### src/verilog/cop_pkg.sv
package cop_pkg;

  typedef logic [31:0] word_t;
  typedef logic [4:0]  reg_addr_t;

  localparam logic [3:0] OP_COP_HI = 4'b0100;
  localparam logic [3:0] OP_LWC_HI = 4'b1100;
  localparam logic [3:0] OP_SWC_HI = 4'b1110;

  localparam logic [4:0] SUB_MF = 5'b00000;
  localparam logic [4:0] SUB_CF = 5'b00010;
  localparam logic [4:0] SUB_MT = 5'b00100;
  localparam logic [4:0] SUB_CT = 5'b00110;

  localparam reg_addr_t COND_REG = 5'd31;  // Bit 0 is the condition

  // Register move form for MF MT CF CT
  typedef struct packed {
    logic [5:0]  opcode;
    logic [4:0]  sub_op;
    reg_addr_t   rt;
    reg_addr_t   rd;
    logic [10:0] unused;
  } cop_mv_t;

  // Load and store form for LWC SWC
  typedef struct packed {
    logic [5:0]  opcode;
    reg_addr_t   base;
    reg_addr_t   rt;
    logic [15:0] offset;
  } cop_mem_t;

  typedef union packed {
    cop_mv_t  mv;
    cop_mem_t mem;
  } cop_instr_t;

endpackage

### src/verilog/cop_rf_if.sv
`timescale 1ns/1ps

interface cop_rf_if import cop_pkg::*; ();

  reg_addr_t rd_addr;
  logic      rd_gen;
  logic      rd_con;
  word_t     rd_data;  // Valid one cycle after request

  reg_addr_t wr_addr;
  logic      wr_gen;
  logic      wr_con;
  word_t     wr_data;

  logic      cond_n;

  modport ctl (
    output rd_addr, rd_gen, rd_con,
    output wr_addr, wr_gen, wr_con, wr_data,
    input  rd_data, cond_n
  );

  modport rf (
    input  rd_addr, rd_gen, rd_con,
    input  wr_addr, wr_gen, wr_con, wr_data,
    output rd_data, cond_n
  );

endinterface

### src/verilog/cop_pipe_ctl.sv
`timescale 1ns/1ps

module cop_pipe_ctl import cop_pkg::*; #(
  parameter logic [1:0] COP_NUM = 2'd2
) (
  input  logic       SYSCLK,
  input  logic       rst,
  input  cop_instr_t instr_s,
  input  logic       m32_s,
  input  logic       hold,
  input  logic       dload,
  input  logic       exception,
  input  word_t      idbus_in,
  cop_rf_if.ctl      rf,
  output logic       cond_n_r,
  output logic       memop_m,
  output logic       drv_m,
  output word_t      rd_data_m
);

  localparam logic [5:0] OPC_COP = {OP_COP_HI, COP_NUM};
  localparam logic [5:0] OPC_LWC = {OP_LWC_HI, COP_NUM};
  localparam logic [5:0] OPC_SWC = {OP_SWC_HI, COP_NUM};

  reg_addr_t addr_p;
  logic      rd_gen_p;
  logic      rd_con_p;
  logic      wr_gen_p;
  logic      wr_con_p;
  logic      memop_p;
  logic      drv_p;
  logic      rdsel_p;

  reg_addr_t wr_addr_e;
  reg_addr_t wr_addr_m;
  logic      wr_gen_e;
  logic      wr_con_e;
  logic      wr_gen_m;
  logic      wr_con_m;
  logic      memop_e;
  logic      drv_e;
  logic      rdsel_e;
  logic      exc_r;

  // Issue stage decode
  always_comb begin
    addr_p   = '0;
    rd_gen_p = 1'b0;
    rd_con_p = 1'b0;
    wr_gen_p = 1'b0;
    wr_con_p = 1'b0;
    memop_p  = 1'b0;
    drv_p    = 1'b0;
    rdsel_p  = 1'b0;
    if (m32_s) begin
      case (instr_s.mv.opcode)
        OPC_COP: begin
          addr_p = instr_s.mv.rd;
          case (instr_s.mv.sub_op)
            SUB_MF: begin
              drv_p    = 1'b1;
              rdsel_p  = (addr_p == wr_addr_m) && wr_gen_m;  // Write two slots back
              rd_gen_p = !rdsel_p;
            end
            SUB_CF: begin
              drv_p    = 1'b1;
              rdsel_p  = (addr_p == wr_addr_m) && wr_con_m;
              rd_con_p = !rdsel_p;
            end
            SUB_MT:  wr_gen_p = 1'b1;
            SUB_CT:  wr_con_p = 1'b1;
            default: addr_p = '0;
          endcase
        end
        OPC_LWC: begin
          addr_p   = instr_s.mem.rt;
          memop_p  = 1'b1;
          wr_gen_p = 1'b1;
        end
        OPC_SWC: begin
          addr_p   = instr_s.mem.rt;
          memop_p  = 1'b1;
          drv_p    = 1'b1;
          rdsel_p  = (addr_p == wr_addr_m) && wr_gen_m;
          rd_gen_p = !rdsel_p;
        end
        default: addr_p = '0;
      endcase
    end
  end

  // A stalled issue slot re-reads once hold drops
  assign rf.rd_addr = addr_p;
  assign rf.rd_gen  = rd_gen_p && !hold;
  assign rf.rd_con  = rd_con_p && !hold;

  always_ff @(posedge SYSCLK) begin
    if (rst) begin
      wr_gen_e  <= 1'b0;
      wr_con_e  <= 1'b0;
      wr_gen_m  <= 1'b0;
      wr_con_m  <= 1'b0;
      rf.wr_gen <= 1'b0;
      rf.wr_con <= 1'b0;
    end else if (!hold) begin
      wr_gen_e  <= wr_gen_p && !exception;  // Squash all in-flight writes
      wr_con_e  <= wr_con_p && !exception;
      wr_gen_m  <= wr_gen_e && !exception;
      wr_con_m  <= wr_con_e && !exception;
      rf.wr_gen <= wr_gen_m && !exception;
      rf.wr_con <= wr_con_m && !exception;
    end
  end

  always_ff @(posedge SYSCLK) begin
    if (!hold) begin
      wr_addr_e  <= addr_p;
      wr_addr_m  <= wr_addr_e;
      rf.wr_addr <= wr_addr_m;
    end
  end

  // Bus data arrives in M and is written from W
  always_ff @(posedge SYSCLK) begin
    if (dload || !hold) begin
      rf.wr_data <= idbus_in;
    end
  end

  always_ff @(posedge SYSCLK) begin
    if (rst) begin
      rdsel_e   <= 1'b0;
      drv_e     <= 1'b0;
      drv_m     <= 1'b0;
      memop_e   <= 1'b0;
      memop_m   <= 1'b0;
      rd_data_m <= '0;
    end else if (!hold) begin
      rdsel_e   <= rdsel_p && !exc_r;
      drv_e     <= drv_p;
      drv_m     <= drv_e;
      memop_e   <= memop_p;
      memop_m   <= memop_e;
      rd_data_m <= rdsel_e ? rf.wr_data : rf.rd_data;
    end
  end

  always_ff @(posedge SYSCLK) begin
    if (rst) begin
      exc_r    <= 1'b0;
      cond_n_r <= 1'b0;
    end else begin
      exc_r    <= exception;
      cond_n_r <= rf.cond_n;
    end
  end

  a_wr_class_onehot: assert property (@(posedge SYSCLK) disable iff (rst)
    !(rf.wr_gen && rf.wr_con));

  // A read and a write never share one instruction
  a_drv_no_write: assert property (@(posedge SYSCLK) disable iff (rst)
    drv_m |-> !(wr_gen_m || wr_con_m));

endmodule

### src/verilog/cop_reg_file.sv
`timescale 1ns/1ps

module cop_reg_file import cop_pkg::*; (
  input logic   SYSCLK,
  input logic   rst,
  cop_rf_if.rf  rf
);

  localparam int NUM_REGS = 32;

  word_t gen_regs [NUM_REGS];
  word_t con_regs [NUM_REGS];

  logic  fwd_gen;
  logic  fwd_con;

  always_ff @(posedge SYSCLK) begin
    if (rst) begin
      for (int i = 0; i < NUM_REGS; i++) begin
        gen_regs[i] <= '0;
        con_regs[i] <= '0;
      end
    end else if (rf.wr_gen) begin
      gen_regs[rf.wr_addr] <= rf.wr_data;
    end else if (rf.wr_con) begin
      con_regs[rf.wr_addr] <= rf.wr_data;
    end
  end

  // Same-edge write wins over the array
  assign fwd_gen = rf.wr_gen && (rf.wr_addr == rf.rd_addr);
  assign fwd_con = rf.wr_con && (rf.wr_addr == rf.rd_addr);

  always_ff @(posedge SYSCLK) begin
    if (rf.rd_gen) begin
      if (fwd_gen) begin
        rf.rd_data <= rf.wr_data;
      end else begin
        rf.rd_data <= gen_regs[rf.rd_addr];
      end
    end else if (rf.rd_con) begin
      if (fwd_con) begin
        rf.rd_data <= rf.wr_data;
      end else begin
        rf.rd_data <= con_regs[rf.rd_addr];
      end
    end
  end

  assign rf.cond_n = ~con_regs[COND_REG][0];

  a_rd_class_onehot: assert property (@(posedge SYSCLK) disable iff (rst)
    !(rf.rd_gen && rf.rd_con));

endmodule

### src/verilog/cop_unit.sv
`timescale 1ns/1ps

module cop_unit #(
  parameter logic [1:0] COP_NUM = 2'd2  // Low opcode bits
) (
  input  logic        SYSCLK,
  input  logic        rst,
  input  logic [31:0] instr_s,
  input  logic        m32_s,
  input  logic        hold,
  input  logic        dload,
  input  logic        exception,
  input  logic [31:0] idbus_in,
  output logic        cond_n_r,
  output logic        memop_m,
  output logic        drv_m,
  output logic [31:0] rd_data_m
);

  cop_rf_if rf_bus ();

  cop_pipe_ctl #(
    .COP_NUM   (COP_NUM)
  ) u_pipe_ctl (
    .SYSCLK    (SYSCLK),
    .rst       (rst),
    .instr_s   (instr_s),
    .m32_s     (m32_s),
    .hold      (hold),
    .dload     (dload),
    .exception (exception),
    .idbus_in  (idbus_in),
    .rf        (rf_bus.ctl),
    .cond_n_r  (cond_n_r),
    .memop_m   (memop_m),
    .drv_m     (drv_m),
    .rd_data_m (rd_data_m)
  );

  cop_reg_file u_reg_file (
    .SYSCLK    (SYSCLK),
    .rst       (rst),
    .rf        (rf_bus.rf)
  );

endmodule
### config.mk
export PLATFORM = sky130hd
export DESIGN_NAME = cop_unit
export DESIGN_NICKNAME = d
export VERILOG_FILES = /design/src/verilog/cop_pkg.sv /design/src/verilog/cop_rf_if.sv /design/src/verilog/cop_pipe_ctl.sv /design/src/verilog/cop_reg_file.sv /design/src/verilog/cop_unit.sv
export SDC_FILE = /design/constraint.sdc
export NUM_CORES = 2
export LEC_CHECK = 0
export BUFFER_PORTS_ARGS = -buffer_cell sky130_fd_sc_hd__buf_4
export CAP_MARGIN = 20
export CORE_ASPECT_RATIO = 1.75
export CORE_MARGIN = 3
export CORE_UTILIZATION = 51
export CTS_CLUSTER_SIZE = 25
export DETAILED_ROUTE_END_ITERATION = 12
export HOLD_SLACK_MARGIN = 0.06
export PLACE_DENSITY = 0.67
export SYNTH_ARGS = -nofsm -noshare
export SYNTH_HDL_FRONTEND = slang
export SYNTH_HIERARCHICAL = 1
export SYNTH_SLANG_ARGS = --single-unit
### constraint.sdc
create_clock -name SYSCLK -period 5.9 [get_ports SYSCLK]
set_input_delay 1.77 -clock SYSCLK [delete_from_list [all_inputs] [get_ports SYSCLK]]
set_output_delay 1.77 -clock SYSCLK [all_outputs]
set_load 0.05 [all_outputs]
==> qor.yml <==
floorplanning:
  fp.dieW_um: 338
  coreArea_mm2: 0.191
  rows: 212
  die_h_um: 587
  die_area_mm2: 0.199
  start_util: 0.515
  ios: 105
sta:
  slew_headroom: 0.220
  finalMaxSlewViolations: 0
  hold_viol_final: 0
  tightest_slew_ns: 1.17
  layout_setup_ws_ns: 0.642
  finClkSkew_ns: 0.0713
  rsz0062_at_grt: "no"
  hold_slack_ns: 0.424
  finalCritPeriodShare: 0.891
  setup_viol: 0
  post-route-min-period_ns: 5.26
  fmax_mhz: 190
finish:
  nNetsFinal: 6597
  area_growth_pct: 11.4
  seqCellArea_mm2: 0.0648
  multi_input_area_mm2: 0.0309
  fillers: 14682
  drive_gt1_frac: 0.214
  fin_area_mm2: 0.110
route:
  drc_errors: 0
  vias: 57217
  wl_um: 302000
  first_pass_iters: 7
  vias_per_cell: 6.18
  antenna_left: 1
  wl_per_cell_um: 32.6
  drt_iter0_drc: 7076
power:
  irDropWorstVdd_v: 0.000243
  leakagePower_nw: 38.7
  p_comb_frac: 0.052
  pwr-share-clk: 0.406
  swShare: 0.220
  p_sw_w: 0.00712
  internal_power_w: 0.0253
  cellPowerDensity_mw_per_mm2: 295
  seq_power_share: 0.542
clock_network:
  ctsRootBufferMaster: "clkbuf_16"
  cts_tree: "built"
  cts.repair.resized: 0
  clkTransAtPathRegs_ns: 0.07
  post_cts_buffers: 0
  cts.sinks: 2172
  ctsHoldBuffers: 0
  ctsLongestPathBuffers: 4
  cts_buffers: 201
  htreeDepth: 4
  clk_latency_ns: 0.89
place:
  dp_hpwl_um: 190000
  gp_congestion: 0.974
  numPortBuffers: 93
  place_area_mm2: 0.103
  place_ws_ns: -0.174
logic_synthesis:
  ys_ff_latch: 2172
  yosys_warnings: 6
  synth_cells: 6506
  netlist-cell-type-count: 64
  synth-async-reset-ratio: 0
  yosysSeqAreaShare: 0.658
  synth_fp_nets: 6576
  synth_area_mm2: 0.0985
  avgSynthCellArea_um2: 15.1
  synth_edf_count: 2127
  ys.flop_type: "edfxtp_1"
setup_path:
  slowest_stage: "o211ai_1"
  worst_ep_required_time_ns: 6.53
  critPathMaxFanout: 24
  start_kind: "input port"
  crit_type: "in2reg"
  worstPathArrival_ns: 5.88
  endpoint_kind: "register"
  crit_chain: "buf_4, or3_4, nor4_4, a22oi_1, nor2b_4, buf_12, buf_12, mux4_2, mux2_2, o211ai_1, nand3_1, buf_4, a211o_1"
  cpPeakStageDelay_ns: 0.73
flow_run:
  cap_violations: 0
global_route:
  grt_usage: 0.302
  grt_max_degree: 83
  grt_pass1_wl_um: 427000
  antenna_found_initial: 7
  grt-ovfl-total: 0
  first_global_vias: 58249
run_status:
  violations: "antenna violations"
  outcome: "finished, violations left"
min_path:
  hp-class: "reg2reg"
state kept, by name, indices dropped and copies added, names as in the netlist, 5 cells and up:
register and cells:
u_reg_file/rf.rd_data 32, u_reg_file/con_regs 1024, u_pipe_ctl/rd_data_m 32, u_pipe_ctl/wr_addr_e 5, u_pipe_ctl/rf.wr_data 32, u_reg_file/gen_regs 1024, u_pipe_ctl/rf.wr_addr 5, u_pipe_ctl/wr_addr_m 5
routing by layer:
layer	vias to the layer above	wire, µm	global-route usage
met2	2966	149000	0.501
li1	23841	-	-
met1	29642	102000	0.356
met4	0	26700	0.226
met3	768	24200	0.0488
met5	-	0	0
power groups by stage:
stage	sequential, W	combinational, W	clock [W]
after global routing	0.0176	0.00173	0.0139
after floorplan	0.0178	0.000827	0
after global placement	0.0179	0.00163	0
after detailed placement	0.0179	0.00165	0
after CTS	0.0176	0.00165	0.0133
final	0.0176	0.00168	0.0132
worst paths after layout:
kind,start,slack [ns],depth (start not counted),to
setup reg to reg,u_pipe_ctl/wr_addr_m[4],2.26,11,u_reg_file/rf.rd_data[25]
setup / recovery,instr_s[25],0.64,13,u_reg_file/rf.rd_data[25]
hold reg to reg,u_pipe_ctl/wr_addr_e[2],0.42,0,u_pipe_ctl/wr_addr_m[2]
hold / removal,u_pipe_ctl/wr_addr_e[2],0.42,0,u_pipe_ctl/wr_addr_m[2]
logic make-up after synthesis:
group	synth area share
xor+xnor	0.00133
simple gates	0.158
flops	0.658
buf+inv	0.0312
compound gates	0.0200
mux	0.132
worst max-delay path: cells and delay by family:
kind / cells / cell delay (ns)
simple gates: 4 / 1.18
compound gates: 3 / 1.12
buf+inv: 4 / 0.87
mux: 2 / 0.83
cells in the final DEF, fill, tap and decap left out, types with 6 or more instances in the layout:
cell type / n
o22ai_1: 51
bufinv_16: 23
o21ai_0: 26
nor4_1: 7
nand3_1: 78
clkbuf_1: 49
clkinv_2: 28
nor3_1: 154
a221oi_1: 10
edfxtp_1: 2127
inv_1: 9
mux2_2: 22
nor2_2: 66
a22oi_1: 65
nor2_1: 109
and3_1: 9
nor3b_1: 6
mux4_2: 489
or2_2: 68
clkbuf_16: 207
nand4_1: 11
buf_4: 436
a211oi_1: 14
buf_12: 46
nor2b_1: 17
nand2b_1: 6
o211ai_1: 11
nand2_1: 181
and2_1: 1924
clkinv_1: 33
clkinvlp_4: 8
diode_2: 9
mux2i_1: 171
o221ai_1: 11
dfxtp_1: 44
xnor2_1: 10
a21oi_1: 77
final cells by class:
| class | count | share of cell area |
|---|---|---|
| diodes | 9 | 0.000205 |
| clock buffers | 260 | 0.0494 |
| clock inverters | 96 | 0.00968 |
| inverters | 13 | 0.000479 |
| multi-input cells | 3654 | 0.281 |
| flip-flops and latches | 2172 | 0.591 |
| well taps | 2568 | 0.0293 |
| repair buffers | 485 | 0.0389 |
through the flow:
| stage | instances | power (W) | TNS [ns] | util |
|---|---|---|---|---|
| 2_1_floorplan | 6506 | 0.0187 | 0 | - |
| 3_3_place_gp | 8889 | 0.0195 | -0.180 | 0.539 |
| 3_5_place_dp | 8889 | 0.0196 | -0.174 | 0.539 |
| 4_1_cts | 9245 | 0.0325 | 0 | 0.573 |
| 5_1_grt | 9249 | 0.0332 | 0 | 0.573 |
| 6_report | 9257 | 0.0324 | 0 | 0.573 |
cell usage after synthesis, drive strengths merged, types with 3 or more instances:
| cell | instances | area share |
|---|---|---|
| or3 | 3 | 0.00024 |
| a221oi | 10 | 0.00089 |
| dfxtp | 45 | 0.0091 |
| a32oi | 5 | 0.00044 |
| and3 | 9 | 0.00057 |
| mux4 | 489 | 0.11 |
| edfxtp | 2127 | 0.65 |
| nor3b | 7 | 0.00058 |
| o22ai | 51 | 0.0032 |
| o221ai | 11 | 0.00098 |
| xnor2 | 10 | 0.00089 |
| o211ai | 11 | 0.00084 |
| a211o | 5 | 0.00044 |
| nand4 | 11 | 0.00070 |
| o21ai | 27 | 0.0014 |
| xor2 | 5 | 0.00044 |
| buf | 163 | 0.011 |
| a311oi | 4 | 0.00042 |
| and2 | 1925 | 0.12 |
| nand2b | 7 | 0.00044 |
| a22oi | 65 | 0.0050 |
| clkbuf | 504 | 0.019 |
| nor2 | 175 | 0.0067 |
| mux2i | 171 | 0.017 |
| mux2 | 22 | 0.0025 |
| nor3 | 155 | 0.0079 |
| nand3 | 78 | 0.0040 |
| a211oi | 15 | 0.0011 |
| nor4 | 8 | 0.00066 |
| nor2b | 23 | 0.0015 |
| a31oi | 3 | 0.00019 |
| or2 | 68 | 0.0043 |
| inv | 13 | 0.00050 |
| a21oi | 78 | 0.0040 |
| nand2 | 181 | 0.0069 |
| nand3b | 3 | 0.00023 |
Note: power is estimated with default switching activity, not from simulation.
